--- src/perf_cfg_pkg.sv ---
package perf_cfg_pkg;

	localparam int STAT_W = 32;
	localparam int ADDR_W = 10;
	localparam int NUM_STATS = 15;

	// Order sets the register layout above STAT_BASE_OFS
	typedef enum logic [3:0] {
		STAT_ST_ACTIVE, STAT_ST_IDLE, STAT_ST_BUSY,
		STAT_LDREQ_ACTIVE, STAT_LDREQ_IDLE, STAT_LDREQ_BUSY,
		STAT_LDDAT_ACTIVE, STAT_LDDAT_IDLE, STAT_LDDAT_BUSY,
		STAT_ST_PASS, STAT_ST_FAIL,
		STAT_LD_PASS, STAT_LD_FAIL,
		STAT_ST_SENT, STAT_LD_SENT
	} stat_id_t;

	// Register map
	localparam logic [ADDR_W-1:0] CTRL_OFS = 10'h300;
	localparam logic [ADDR_W-1:0] STAT_BASE_OFS = 10'h304;
	localparam logic [ADDR_W-1:0] ERR_OFS = 10'h340;

	localparam logic [STAT_W-1:0] DEAD_WORD = 32'h0000_DEAD;

endpackage

--- src/link_pkg.sv ---
package link_pkg;

	typedef enum logic [1:0] {
		LINK_NONE,
		LINK_IDLE,
		LINK_ACTIVE,
		LINK_BUSY
	} link_class_t;

	localparam int COOKIE_W = 12;
	localparam int COOKIE_ST_BIT = 11;
	localparam int ERR_STATUS_W = 3;
	localparam int STATUS_W = 2;

	typedef struct packed {
		logic [STATUS_W-1:0] status;
		logic error;
		logic [ERR_STATUS_W-1:0] err_status;
	} rsp_err_t;

endpackage

--- src/perf_event_if.sv ---
`timescale 1ns/1ps

interface perf_event_if;
	import link_pkg::*;

	// Per-cycle class of each link, NONE counts nothing
	link_class_t st_class;
	link_class_t ldreq_class;
	link_class_t lddat_class;

	// Single-cycle strobes
	logic st_sent;
	logic ld_sent;
	logic st_pass;
	logic st_fail;
	logic ld_pass;
	logic ld_fail;

	modport mon (output st_class, ldreq_class, lddat_class,
		st_sent, ld_sent, st_pass, st_fail, ld_pass, ld_fail);
	modport bank (input st_class, ldreq_class, lddat_class,
		st_sent, ld_sent, st_pass, st_fail, ld_pass, ld_fail);
endinterface

--- src/link_activity_monitor.sv ---
`timescale 1ns/1ps

module link_activity_monitor (
	input logic axi_aclk,
	input logic axi_aresetn,
	input logic tvalid_i,
	input logic tready_i,
	input logic eop_i,
	output link_pkg::link_class_t class_o,
	output logic sent_o
);
	import link_pkg::*;

	always_ff @(posedge axi_aclk)
	begin
		if (!axi_aresetn)
		begin
			class_o <= LINK_NONE;
			sent_o <= 1'b0;
		end
		else
		begin
			// Busy whenever ready is low, valid does not matter
			if (!tready_i)
				class_o <= LINK_BUSY;
			else if (!tvalid_i)
				class_o <= LINK_IDLE;
			else
				class_o <= LINK_ACTIVE;
			sent_o <= tvalid_i & tready_i & eop_i;
		end
	end
endmodule

--- src/response_classifier.sv ---
`timescale 1ns/1ps

module response_classifier (
	input logic axi_aclk,
	input logic axi_aresetn,
	input logic tvalid_i,
	input logic tready_i,
	input logic eop_i,
	input logic [link_pkg::COOKIE_W-1:0] cookie_i,
	input logic error_i,
	input logic [link_pkg::ERR_STATUS_W-1:0] err_status_i,
	input logic [link_pkg::STATUS_W-1:0] status_i,
	input logic clear_i,
	perf_event_if.mon ev,
	output link_pkg::rsp_err_t last_st_err_o
);
	import link_pkg::*;

	logic rsp_end;
	logic st_rsp;
	logic st_bad;
	logic ld_bad;

	assign rsp_end = tvalid_i & tready_i & eop_i;
	// Cookie bit set means the response belongs to an MSGST request
	assign st_rsp = cookie_i[COOKIE_ST_BIT];
	assign st_bad = |err_status_i;
	assign ld_bad = error_i | (|err_status_i) | (|status_i);

	always_ff @(posedge axi_aclk)
	begin
		if (!axi_aresetn)
		begin
			ev.st_pass <= 1'b0;
			ev.st_fail <= 1'b0;
			ev.ld_pass <= 1'b0;
			ev.ld_fail <= 1'b0;
		end
		else
		begin
			ev.st_pass <= rsp_end & st_rsp & ~st_bad;
			ev.st_fail <= rsp_end & st_rsp & st_bad;
			ev.ld_pass <= rsp_end & ~st_rsp & ~ld_bad;
			ev.ld_fail <= rsp_end & ~st_rsp & ld_bad;
		end
	end

	always_ff @(posedge axi_aclk)
	begin
		if (!axi_aresetn || clear_i)
			last_st_err_o <= '0;
		else if (rsp_end && st_rsp)
			last_st_err_o <= '{status: status_i, error: error_i, err_status: err_status_i};
	end
endmodule

--- src/stat_counter_bank.sv ---
`timescale 1ns/1ps

module stat_counter_bank (
	input logic axi_aclk,
	input logic axi_aresetn,
	perf_event_if.bank ev,
	input logic clear_i,
	input perf_cfg_pkg::stat_id_t rd_id_i,
	output logic [perf_cfg_pkg::STAT_W-1:0] rd_value_o
);
	import perf_cfg_pkg::*;
	import link_pkg::*;

	logic [STAT_W-1:0] cnt [NUM_STATS];
	logic [NUM_STATS-1:0] inc;

	// Bit order matches the active, idle, busy order of stat_id_t
	function automatic logic [2:0] class_hit(input link_class_t c);
		class_hit = {c == LINK_BUSY, c == LINK_IDLE, c == LINK_ACTIVE};
	endfunction

	//********************
	// Increment enables
	//********************
	always_comb
	begin
		inc = '0;
		inc[STAT_ST_BUSY:STAT_ST_ACTIVE] = class_hit(ev.st_class);
		inc[STAT_LDREQ_BUSY:STAT_LDREQ_ACTIVE] = class_hit(ev.ldreq_class);
		inc[STAT_LDDAT_BUSY:STAT_LDDAT_ACTIVE] = class_hit(ev.lddat_class);
		inc[STAT_ST_PASS] = ev.st_pass;
		inc[STAT_ST_FAIL] = ev.st_fail;
		inc[STAT_LD_PASS] = ev.ld_pass;
		inc[STAT_LD_FAIL] = ev.ld_fail;
		inc[STAT_ST_SENT] = ev.st_sent;
		inc[STAT_LD_SENT] = ev.ld_sent;
	end

	//********************
	// Counters
	//********************
	always_ff @(posedge axi_aclk)
	begin
		for (int i = 0; i < NUM_STATS; i++)
		begin
			if (!axi_aresetn || clear_i)
				cnt[i] <= '0;
			else if (inc[i])
				cnt[i] <= cnt[i] + 1'b1;
		end
	end

	// Index 15 has no counter behind it
	assign rd_value_o = (int'(rd_id_i) < NUM_STATS) ? cnt[rd_id_i] : '0;
endmodule

--- src/axi_lite_stat_regs.sv ---
`timescale 1ns/1ps

module axi_lite_stat_regs (
	input logic axi_aclk,
	input logic axi_aresetn,
	input logic [perf_cfg_pkg::ADDR_W-1:0] awaddr_i,
	input logic awvalid_i,
	output logic awready_o,
	input logic [perf_cfg_pkg::STAT_W-1:0] wdata_i,
	input logic [perf_cfg_pkg::STAT_W/8-1:0] wstrb_i,
	input logic wvalid_i,
	output logic wready_o,
	output logic [1:0] bresp_o,
	output logic bvalid_o,
	input logic bready_i,
	input logic [perf_cfg_pkg::ADDR_W-1:0] araddr_i,
	input logic arvalid_i,
	output logic arready_o,
	output logic [perf_cfg_pkg::STAT_W-1:0] rdata_o,
	output logic [1:0] rresp_o,
	output logic rvalid_o,
	input logic rready_i,
	output perf_cfg_pkg::stat_id_t rd_id_o,
	input logic [perf_cfg_pkg::STAT_W-1:0] rd_value_i,
	input link_pkg::rsp_err_t last_st_err_i,
	output logic clear_o
);
	import perf_cfg_pkg::*;
	import link_pkg::*;

	logic rel;
	logic rel_r;
	logic wr_open;
	logic [ADDR_W-1:0] wr_addr;
	logic [STAT_W-1:0] ctrl;
	logic [ADDR_W-1:0] stat_ofs;
	logic stat_hit;
	logic ar_hs;
	logic w_hs;

	// Open read is simply rvalid, since rdata is ready one cycle after AR
	assign awready_o = ~wr_open & ~rvalid_o & ~arvalid_i & rel_r;
	assign arready_o = ~rvalid_o & ~wr_open & rel_r;
	assign wready_o = wr_open & ~bvalid_o;
	assign bresp_o = 2'b00;
	assign rresp_o = 2'b00;
	assign ar_hs = arvalid_i & arready_o;
	assign w_hs = wvalid_i & wready_o;
	assign clear_o = ctrl[0];

	assign stat_ofs = araddr_i - STAT_BASE_OFS;
	assign stat_hit = (araddr_i >= STAT_BASE_OFS) && (araddr_i < ERR_OFS)
		&& (araddr_i[1:0] == 2'b00);
	assign rd_id_o = stat_id_t'(stat_ofs[5:2]);

	//********************
	// Write channel
	//********************
	always_ff @(posedge axi_aclk)
	begin
		if (!axi_aresetn)
		begin
			rel <= 1'b0;
			rel_r <= 1'b0;
			wr_open <= 1'b0;
			wr_addr <= '0;
			bvalid_o <= 1'b0;
			ctrl <= '0;
		end
		else
		begin
			rel <= 1'b1;
			rel_r <= rel;
			if (awvalid_i && awready_o)
			begin
				wr_open <= 1'b1;
				wr_addr <= awaddr_i;
			end
			else if (bvalid_o && bready_i)
				wr_open <= 1'b0;
			if (w_hs)
				bvalid_o <= 1'b1;
			else if (bready_i)
				bvalid_o <= 1'b0;
			if (w_hs && wr_addr == CTRL_OFS)
			begin
				for (int b = 0; b < STAT_W/8; b++)
					if (wstrb_i[b])
						ctrl[b*8 +: 8] <= wdata_i[b*8 +: 8];
			end
		end
	end

	//********************
	// Read channel
	//********************
	always_ff @(posedge axi_aclk)
	begin
		if (!axi_aresetn)
			rvalid_o <= 1'b0;
		else if (ar_hs)
			rvalid_o <= 1'b1;
		else if (rready_i)
			rvalid_o <= 1'b0;
	end

	always_ff @(posedge axi_aclk)
	begin
		if (ar_hs)
		begin
			if (araddr_i == CTRL_OFS)
				rdata_o <= ctrl;
			else if (stat_hit)
				rdata_o <= rd_value_i;
			else if (araddr_i == ERR_OFS)
				rdata_o <= {{(STAT_W - $bits(rsp_err_t)){1'b0}}, last_st_err_i};
			else
				rdata_o <= DEAD_WORD;
		end
	end
endmodule

--- src/msgstld_perf_top.sv ---
`timescale 1ns/1ps

module msgstld_perf_top (
	input logic axi_aclk,
	input logic axi_aresetn,
	// MSGST request link
	input logic st_tvalid_i,
	input logic st_tready_i,
	input logic st_eop_i,
	// MSGLD request link
	input logic ldreq_tvalid_i,
	input logic ldreq_tready_i,
	// MSGLD data link and response fields
	input logic lddat_tvalid_i,
	input logic lddat_tready_i,
	input logic lddat_eop_i,
	input logic [link_pkg::COOKIE_W-1:0] lddat_cookie_i,
	input logic lddat_error_i,
	input logic [link_pkg::ERR_STATUS_W-1:0] lddat_err_status_i,
	input logic [link_pkg::STATUS_W-1:0] lddat_status_i,
	// AXI-lite
	input logic [perf_cfg_pkg::ADDR_W-1:0] awaddr_i,
	input logic awvalid_i,
	output logic awready_o,
	input logic [perf_cfg_pkg::STAT_W-1:0] wdata_i,
	input logic [perf_cfg_pkg::STAT_W/8-1:0] wstrb_i,
	input logic wvalid_i,
	output logic wready_o,
	output logic [1:0] bresp_o,
	output logic bvalid_o,
	input logic bready_i,
	input logic [perf_cfg_pkg::ADDR_W-1:0] araddr_i,
	input logic arvalid_i,
	output logic arready_o,
	output logic [perf_cfg_pkg::STAT_W-1:0] rdata_o,
	output logic [1:0] rresp_o,
	output logic rvalid_o,
	input logic rready_i
);
	perf_event_if ev ();

	logic clear;
	perf_cfg_pkg::stat_id_t rd_id;
	logic [perf_cfg_pkg::STAT_W-1:0] rd_value;
	link_pkg::rsp_err_t last_st_err;

	link_activity_monitor st_mon (
		.axi_aclk(axi_aclk), .axi_aresetn(axi_aresetn),
		.tvalid_i(st_tvalid_i), .tready_i(st_tready_i), .eop_i(st_eop_i),
		.class_o(ev.st_class), .sent_o(ev.st_sent)
	);

	// Every MSGLD request handshake is a whole request
	link_activity_monitor ldreq_mon (
		.axi_aclk(axi_aclk), .axi_aresetn(axi_aresetn),
		.tvalid_i(ldreq_tvalid_i), .tready_i(ldreq_tready_i), .eop_i(1'b1),
		.class_o(ev.ldreq_class), .sent_o(ev.ld_sent)
	);

	link_activity_monitor lddat_mon (
		.axi_aclk(axi_aclk), .axi_aresetn(axi_aresetn),
		.tvalid_i(lddat_tvalid_i), .tready_i(lddat_tready_i), .eop_i(lddat_eop_i),
		.class_o(ev.lddat_class), .sent_o()
	);

	response_classifier rsp_cls (
		.axi_aclk(axi_aclk), .axi_aresetn(axi_aresetn),
		.tvalid_i(lddat_tvalid_i), .tready_i(lddat_tready_i), .eop_i(lddat_eop_i),
		.cookie_i(lddat_cookie_i), .error_i(lddat_error_i),
		.err_status_i(lddat_err_status_i), .status_i(lddat_status_i),
		.clear_i(clear), .ev(ev.mon), .last_st_err_o(last_st_err)
	);

	stat_counter_bank bank (
		.axi_aclk(axi_aclk), .axi_aresetn(axi_aresetn), .ev(ev.bank),
		.clear_i(clear), .rd_id_i(rd_id), .rd_value_o(rd_value)
	);

	axi_lite_stat_regs regs (
		.axi_aclk(axi_aclk), .axi_aresetn(axi_aresetn),
		.awaddr_i(awaddr_i), .awvalid_i(awvalid_i), .awready_o(awready_o),
		.wdata_i(wdata_i), .wstrb_i(wstrb_i), .wvalid_i(wvalid_i), .wready_o(wready_o),
		.bresp_o(bresp_o), .bvalid_o(bvalid_o), .bready_i(bready_i),
		.araddr_i(araddr_i), .arvalid_i(arvalid_i), .arready_o(arready_o),
		.rdata_o(rdata_o), .rresp_o(rresp_o), .rvalid_o(rvalid_o), .rready_i(rready_i),
		.rd_id_o(rd_id), .rd_value_i(rd_value), .last_st_err_i(last_st_err),
		.clear_o(clear)
	);
endmodule

--- config.mk ---
export PLATFORM = sky130hd
export DESIGN_NAME = msgstld_perf_top
export DESIGN_NICKNAME = d
export VERILOG_FILES = /design/src/perf_cfg_pkg.sv /design/src/link_pkg.sv /design/src/perf_event_if.sv /design/src/link_activity_monitor.sv /design/src/response_classifier.sv /design/src/stat_counter_bank.sv /design/src/axi_lite_stat_regs.sv /design/src/msgstld_perf_top.sv
export SDC_FILE = /design/constraint.sdc
export NUM_CORES = 1
export LEC_CHECK = 0
export BUFFER_PORTS_ARGS = -buffer_cell sky130_fd_sc_hd__clkbuf_2
export CAP_MARGIN = 10
export CORE_MARGIN = 2
export CORE_UTILIZATION = 40
export CTS_CLUSTER_SIZE = 40
export DETAILED_ROUTE_END_ITERATION = 10
export HOLD_SLACK_MARGIN = 0.02
export PLACE_DENSITY = 0.65
export SLEW_MARGIN = 20
export SYNTH_ARGS = -nofsm -noshare
export SYNTH_HDL_FRONTEND = slang
export SYNTH_SLANG_ARGS = --single-unit
--- constraint.sdc ---
create_clock -name axi_aclk -period 3.5 [get_ports axi_aclk]
set_clock_uncertainty 0.15 [all_clocks]
set_input_delay 0.525 -clock axi_aclk [delete_from_list [all_inputs] [get_ports axi_aclk]]
set_output_delay 0.525 -clock axi_aclk [all_outputs]
set_load 0.05 [all_outputs]
After elaboration in Yosys (flattened, before gate mapping). Memory sizes are Yosys's and may differ from the RTL's. Cells that the tools add are included. Widths: inputs -> output; s select.

RAM bits: 480. Bits in registers: 97. Bits in latches: 0. Word-level logic and storage cells: 194. ROM bits: 0. Memories: 1.

Memories: bank.cnt (words 15, bits a word 32, read ports 16, clocked after memory_dff 0, write ports 15, RTL line stat_counter_bank.sv:14) `logic [STAT_W-1:0] cnt [NUM_STATS];`.

Order comparisons: 3. $mul: 0. Add/subtract/negate cells: 16. Eq/ne operators: 12. Shift operators: 0. Div/mod/pow operators: 0. Reduce and logical (&&, ||, !) cells: 18. Bitwise gates (word level): 42. Mux-type cells: 79.

Operator list (number): $mux 32 (18); $add 32x1->32 const B (15); $mux 1 (54); $eq 10x10->1 const B (3); $and 1x1->1 (18); $or 1x1->1 (17); $mux 16 (1); $eq 2x2->1 const B (6); $mux 2 (6); $ge 10x10->1 const B (1); $lt 10x10->1 const B (1); $reduce_and 2->1 (4); $not 1->1 (7); $eq 2x1->1 const B (3); $logic_and 1x1->1 (6); $reduce_bool 2->1 (3); $sub 6x3->6 const B (1); $lt 4x4->1 const B (1); $reduce_or 3->1 (1); $logic_not 2->1 (1); $reduce_or 2->1 (1); $logic_not 1->1 (1); $logic_or 1x1->1 (1).

Logic depth before layout (Yosys ltp). Gate-level depths: netlist (run 1).

Depth in word-level cells: 6. Mapped depth: 13. Mapped depth without buffers: 7.

Worst setup path after synthesis (run 1). No wires, ideal clock.

Kind: register -> register. From: reg regs.rvalid_o. To: reg regs.wr_addr[1]. Path slack: -129 ps. Stages on the path, launching flop included: 7. Required time: 3234 ps. Clock period less this slack: 3629 ps. Library setup time: 116 ps. Arrival: 3362 ps. Buffers on the path: 1. Path through: dfxtp_1 -> nor3b_1 -> nor2b_1 -> nand2_1 -> clkbuf_1 -> mux2i_1 -> nor2b_1.

Word-level cells in the longest chain between the ends: 5.

RTL lines: start: declaration (RTL line axi_lite_stat_regs.sv:21) `output logic rvalid_o,`; start signal: assignment (RTL line axi_lite_stat_regs.sv:100) `rvalid_o <= 1'b0;`; start signal: assignment (RTL line axi_lite_stat_regs.sv:102) `rvalid_o <= 1'b1;`; start signal: assignment (RTL line axi_lite_stat_regs.sv:104) `rvalid_o <= 1'b0;`; $not 1->1 (RTL line axi_lite_stat_regs.sv:42) `assign awready_o = ~wr_open & ~rvalid_o & ~arvalid_i & rel_r;`; $and 1x1->1 (3 in series) (RTL line axi_lite_stat_regs.sv:42); via awready_o (RTL line msgstld_perf_top.sv:24) `output logic awready_o,`; $logic_and 1x1->1 (RTL line axi_lite_stat_regs.sv:74) `if (awvalid_i && awready_o)`; end signal: assignment (RTL line axi_lite_stat_regs.sv:77) `wr_addr <= awaddr_i;`; end: declaration (RTL line axi_lite_stat_regs.sv:34) `logic [ADDR_W-1:0] wr_addr;`.

The timed path passes the listed nets, and every way through them passes these cells. A chain may end at the register's enable or synchronous reset.

==> impl_metrics.py, run 1 <==
metrics = {
    "hold_path": {
        "hold_class": "in -> reg",
    },
    "grt": {
        "grt_pass1_vias": 23368,
        "grt.overflow.total": 0,
        "grt_usage_pct": 22.1,
        "grt_max_degree": 68,
        "grt_pass1_wl_um": 145000,
        "antenna_found_initial": 5,
    },
    "yosys": {
        "synth_top_cell_area_share_pct": 46.2,
        "ys_types": 56,
        "ys_seq_area_share_pct": 50.1,
        "synth_edf_count": 512,
        "synthArstFlopShare_pct": 0,
        "yosysTopAreaCell": "edfxtp_1",
        "syn_area_um2": 33300,
        "synth_area_per_cell_um2": 10.8,
        "synthFlopType": "edfxtp_1",
        "synth_warnings": 0,
        "synthTopCellsByArea": "edfxtp_1, mux4_2, xor2_1, nor2_1, xnor2_1",
        "synth_seq_cells": 577,
        "synthCells": 3073,
    },
    "floorplan": {
        "initial_core_util_pct": 40.5,
        "fp.coreArea_um2": 82200,
        "fp.dieW_um": 293,
        "row_count": 105,
        "fp.dieArea_um2": 85600,
        "ios": 130,
        "die_h_um": 293,
    },
    "critical_path": {
        "crit_start": "bank.cnt[12][6]",
        "crit_fanout": 8,
        "cp-end-kind": "register",
        "crit_type": "reg -> reg",
        "crit_family": "simple AND/OR/NAND/NOR gates",
        "crit_required_ns": 3.82,
        "rr_startpoint": "bank.cnt[12][6]",
        "crit_path_top_delay_cell": "or4_1",
        "crit_end": "bank.cnt[12][28]",
        "cp_num_cells": 5,
        "rrSetupSlack_ns": 0.86,
        "path_buf_inv": 0,
        "cp_common_cell": "or3_1",
        "r2r_end": "bank.cnt[12][28]",
        "arrival_ns": 2.96,
        "cpPeakStageDelay_ns": 0.68,
        "path_cells": "nand3_2 > or3_1 > or4_1 > or3_1 > a21oi_1",
        "critical_path.startpoint_type": "register",
        "ff2ff_path_depth": 5,
    },
    "detailed_routing": {
        "wirelength_um": 95600,
        "drt_iter0_drc": 2798,
        "vias": 25140,
        "drt-pass1-iter-count": 5,
        "wl_per_cell_um": 22.0,
        "vias_per_cell": 5.78,
        "ant_nets": 0,
        "remaining_drc_errors": 0,
    },
    "placement": {
        "io_buffers": 114,
        "gp_congestion": 0.891,
        "place_area_um2": 35400,
        "dp.final_hpwl_um": 70500,
    },
    "job": {
        "drv_cap": 0,
    },
    "cts": {
        "cts_buffer_depth": 3,
        "clk_latency_ns": 0.63,
        "cts_tree": "built",
        "clock_tree.root_cell": "clkbuf_16",
        "clkSinkCount": 577,
        "path_clk_slew_ns": 0.06,
        "numCtsBuffers": 67,
        "ctsHtreeMaxLevel": 3,
    },
    "sta": {
        "fmax_mhz": 379,
        "setup_viol": 0,
        "slew_viol_final": 0,
        "fin_crit_ns": 2.64,
        "timing.setup.tns_ns": 0,
        "timing.final.crit_share_pct": 75.3,
        "finalHoldViolations": 0,
        "slew_headroom_pct": 31.6,
        "hold_slack_ns": 0.0392,
        "worst_pin_slew_ns": 1.03,
        "rsz0062_at_grt": "no",
    },
    "pwr": {
        "seqPwrFrac_pct": 48.1,
        "fin_total_pwr_uw": 17300,
        "switching_share_pct": 25.1,
        "peakVddDrop_mv": 0.297,
        "power_density_nw_per_um2": 453,
        "clockPowerShare_pct": 42.4,
        "leakage_uw": 0.0128,
        "combinationalPowerShare_pct": 9.6,
        "internal_power_uw": 12900,
        "p_switching_uw": 4340,
    },
    "finish": {
        "antennaDiodeCount": 0,
        "fin_area_um2": 38100,
        "nets": 3334,
        "syn2layout_area_growth_pct": 14.5,
        "final_layout_size_suffix_gt1_share_pct": 13.5,
    },
    "run_status": {
        "status": "finished, final reports clean",
    },
}
-- what timing repair did --
item | CTS | global route
resized for setup | 0 | 0
hold buffers | 48 | 0
hold endpoints to repair | 48 | 0
setup buffers | 0 | 0
-- power by group through the flow --
stage          clock network (µW)  logic (µW)  registers (µW)
4_1_cts                      7420        1660            8310
5_1_grt                      7670        1770            8360
6_report                     7320        1650            8320
2_1_floorplan                   0        1070            8290
3_5_place_dp                    0        1600            8450
3_3_place_gp                    0        1580            8440
-- final cells by class --
cell class	count	area (µm²)
fillers	7526	44100
clock buffers	89	1860
well taps	1070	1340
repair buffers	237	1760
multi-input cells	2286	15900
flip-flops and latches	577	16700
clock inverters	34	408
inverters	58	218
-- routing by layer --
layer  up-vias  part of all wire, %  GRT usage, %
li1      11629                    -             -
met1     12300                   43          31.6
met2      1036                   45          33.5
met3       167                  8.5          4.20
met4         8                  3.5          7.70
met5         -                0.060             0
-- worst min path at each step --
stage / slack (ns) / from / depth (start not counted) / end
after floorplan: 0.26 / regs.rel / 1 / regs.rel_r
after global placement: 0.26 / regs.rel / 1 / regs.rel_r
after detailed placement: 0.28 / regs.rel / 1 / regs.rel_r
after CTS: 0.02 / wdata_i[9] / 3 / regs.ctrl[9]
after global routing: 0.05 / wdata_i[3] / 3 / regs.ctrl[3]
final: 0.04 / wdata_i[9] / 3 / regs.ctrl[9]
-- kinds of logic after synthesis --
| family | share of synthesized area (%) |
|---|---|
| xor gates and xnor gates | 10.7 |
| DFF | 50.1 |
| other | 0.0113 |
| adders and majority gates | 0.676 |
| AOI/OAI and AO/OA | 4.01 |
| muxes | 10.4 |
| and+or+nand+nor | 21.5 |
| buffers and inverters | 2.57 |
-- Yosys cell counts (60+ instances only) --
library cell,number
nand4_1,146
o21ai_0,70
nor2_1,509
nand2_1,185
nor3_1,60
clkbuf_1,116
xor2_1,250
a21oi_1,90
nand3_1,174
edfxtp_1,512
mux4_2,116
dfxtp_1,65
mux2i_1,77
and4_1,60
xnor2_1,157
-- cells in the final DEF (no fill, tap or decap), drive strengths merged, types with 15 or more instances in the layout --
| master | count |
|---|---|
| edfxtp | 512 |
| nor2 | 509 |
| xor2 | 250 |
| clkbuf | 202 |
| nand2 | 185 |
| nand3 | 175 |
| xnor2 | 157 |
| nand4 | 146 |
| mux4 | 116 |
| a21oi | 90 |
| mux2i | 77 |
| buf | 76 |
| o21ai | 71 |
| dfxtp | 65 |
| inv | 61 |
| nor3 | 60 |
| and4 | 60 |
| and3 | 59 |
| nor4 | 54 |
| nor2b | 51 |
| dlygate4sd3 | 48 |
| or3 | 46 |
| and2 | 38 |
| a22o | 18 |
| ha | 18 |
| clkinv | 18 |
| or4 | 15 |
-- registers in the layout, summed over array words and instances, names as in the netlist, 2 cells and up --
| signal | cells |
|---|---|
| lddat_mon.class_o | 2 |
| st_mon.class_o | 2 |
| rsp_cls.last_st_err_o | 6 |
| ldreq_mon.class_o | 2 |
| regs.wr_addr | 10 |
| regs.rdata_o | 32 |
| regs.ctrl | 32 |
| bank.cnt | 480 |
-- worst register-to-register path, delay by kind of cell, from the launching register on --
kind	cells	cell delay [ns]
AOI/OAI and AO/OA	1	0.16
DFF	1	0.50
and+or+nand+nor	4	1.71
-- stage by stage --
step	setup slack, ns	std cells	utilization (%)
4_1_cts	0.852	4351	46.4
5_1_grt	0.730	4351	46.4
2_1_floorplan	0.0144	3076	-
3_3_place_gp	0.264	4180	43.0
6_report	0.863	4351	46.4
3_5_place_dp	0.241	4180	43.0
Power figures use the tool's default switching activity.
==> run 2: changes to the inputs <==
- PLACE_DENSITY: 0.65 -> 0.63
- clock period: 3.5 -> 2.6 ns (I/O delays scaled with it)
==> impl_metrics.py, run 2 (synthesis gave the netlist of run 1 again) <==
metrics = {
    "floorplan": {
        "fp.dieArea_um2": 85600,
        "row_count": 105,
        "fp.coreArea_um2": 82200,
        "ios": 130,
        "fp.dieW_um": 293,
        "die_h_um": 293,
        "initial_core_util_pct": 40.5,
    },
    "pwr": {
        "power_density_nw_per_um2": 593,
        "leakage_uw": 0.0136,
        "peakVddDrop_mv": 0.491,
    },
    "sta": {
        "worst_pin_slew_ns": 0.757,
        "timing.setup.tns_ns": 0,
        "timing.final.crit_share_pct": 95.0,
        "layout_setup_ws_ns": 0.130,
        "hold_slack_ns": 0.0590,
        "finalHoldViolations": 0,
        "fmax_mhz": 405,
        "fin_crit_ns": 2.47,
        "slew_headroom_pct": 49.4,
        "slew_viol_final": 0,
        "setup_viol": 0,
        "rsz0062_at_grt": "no",
    },
    "placement": {
        "gp_congestion": 0.990,
        "dp_slack_ns": -0.286,
        "io_buffers": 114,
        "place_area_um2": 36600,
        "dp.final_hpwl_um": 79800,
    },
    "finish": {
        "nets": 3481,
        "final_layout_size_suffix_gt1_share_pct": 16.9,
        "top_regs": "bank.cnt (480), regs.ctrl (32), regs.rdata_o (32)",
        "regMostFlops": "bank.cnt",
        "mostFrequentLayoutCells": "edfxtp_1, nor2_1, xor2_1",
        "fillers": 7439,
        "final_common_cell": "edfxtp_1",
        "largest_reg_flops": 480,
        "fin_area_um2": 39400,
        "syn2layout_area_growth_pct": 18.2,
        "utilization_pct": 47.9,
    },
    "critical_path": {
        "path_cells": "ha_1 > inv_1 > or4_1 > nor4_1 > xnor2_1 > nor2_1",
        "crit_path_top_delay_cell": "or4_1",
        "path_buf_inv": 1,
        "critical_path.startpoint_type": "register",
        "crit_fanout": 8,
        "crit_type": "reg -> reg",
        "cp-end-kind": "register",
        "crit_family": "simple AND/OR/NAND/NOR gates",
        "cpPeakStageDelay_ns": 0.70,
        "crit_required_ns": 2.81,
        "arrival_ns": 2.68,
    },
    "grt": {
        "grt.overflow.total": 0,
        "grt_max_degree": 43,
        "grt_usage_pct": 24.2,
        "antenna_found_initial": 7,
        "grt_pass1_wl_um": 155000,
        "grt_pass1_vias": 23800,
    },
    "detailed_routing": {
        "wl_per_cell_um": 23.4,
        "wirelength_um": 105000,
        "dr_wl_met3_um": 12900,
        "ant_nets": 0,
        "drt-pass1-iter-count": 8,
        "vias_per_cell": 5.83,
        "m1WireLength_um": 44700,
        "remaining_drc_errors": 0,
        "route.met2.wl_um": 44300,
        "drt_iter0_drc": 3564,
        "vias": 26214,
        "top_layer_used": "met5",
    },
    "cts": {
        "cts_setup_buffers": 0,
        "ctsHtreeMaxLevel": 3,
        "numCtsBuffers": 68,
        "path_clk_slew_ns": 0.06,
        "cts_tree": "built",
        "clkSinkCount": 577,
        "clock_tree.root_cell": "clkbuf_16",
        "clk_latency_ns": 0.62,
        "cts_buffer_depth": 3,
    },
    "run_status": {
        "status": "finished, final reports clean",
    },
    "job": {
        "drv_cap": 0,
    },
    "hold_path": {
        "hold_class": "in -> reg",
    },
}
run 2: cell types whose count changed in the layout (fill, tap and decap cells not counted), moves of 4 or more:
| cell | previous run | this run |
|---|---|---|
| dlygate4sd3_1 | 48 | 60 |
| clkbuf_1 | 14 | 20 |
| clkinv_1 | 10 | 6 |
| buf_4 | 64 | 182 |
| clkinv_2 | 5 | 14 |
| buf_12 | 11 | 27 |
| clkinvlp_4 | 5 | 1 |
run 2: path summary, 6_finish.rpt:
| check | start | endpoint | slack [ns] | depth (start not counted) |
|---|---|---|---|---|
| worst max-delay path | bank.cnt[13][0] | bank.cnt[13][24] | 0.13 | 6 |
| worst min-delay path | lddat_err_status_i[0] | rsp_cls.last_st_err_o[0] | 0.06 | 3 |
| worst max register to register | bank.cnt[13][0] | bank.cnt[13][24] | 0.13 | 6 |
| worst min register to register | regs.rel | regs.rel_r | 0.28 | 1 |
run 2: area by class of cell:
class | instances | area (µm²) | share of cell area (%)
sequential | 577 | 16700 | 42.4
multi-input combinational | 2286 | 15900 | 40.3
timing repair buffer | 383 | 3080 | 7.83
clock buffer | 93 | 1870 | 4.74
tap | 1070 | 1340 | 3.40
clock inverter | 31 | 302 | 0.766
inverter | 58 | 225 | 0.572
antenna | 1 | 2.50 | 0.00636
run 2: metal layers:
| metal | track usage (%) | vias up |
|---|---|---|
| met2 | 34.4 | 1328 |
| met4 | 7.43 | 2 |
| met3 | 6.82 | 158 |
| met1 | 35.6 | 12806 |
| li1 | - | 11920 |
| met5 | 0 | - |
run 2: tightest hold or removal path: cells and delay by family:
| kind | cells | cell delay (ns) |
|---|---|---|
| AOI/OAI and AO/OA | 1 | 0.07 |
| and+or+nand+nor | 1 | 0.14 |
| buffers and inverters | 1 | 0.17 |
run 2: metrics by stage:
step	total power [µW]	instances
2_1_floorplan	12700	3076
3_3_place_gp	13800	4314
3_5_place_dp	13800	4314
4_1_cts	23400	4498
5_1_grt	24000	4498
6_report	23300	4499
run 2: power by group:
group          leakage [µW]  internal [µW]  switching (µW)
sequential          0.00591          10600             726
combinational       0.00663           1160            1290
clock               0.00107           5550            4030
total                0.0136          17300            6050
run 2: timing repair:
action                                 CTS  global route
hold buffers                            60             0
endpoints found under the hold margin   58             0
setup endpoints to repair                0             1
resized for setup                        0             1
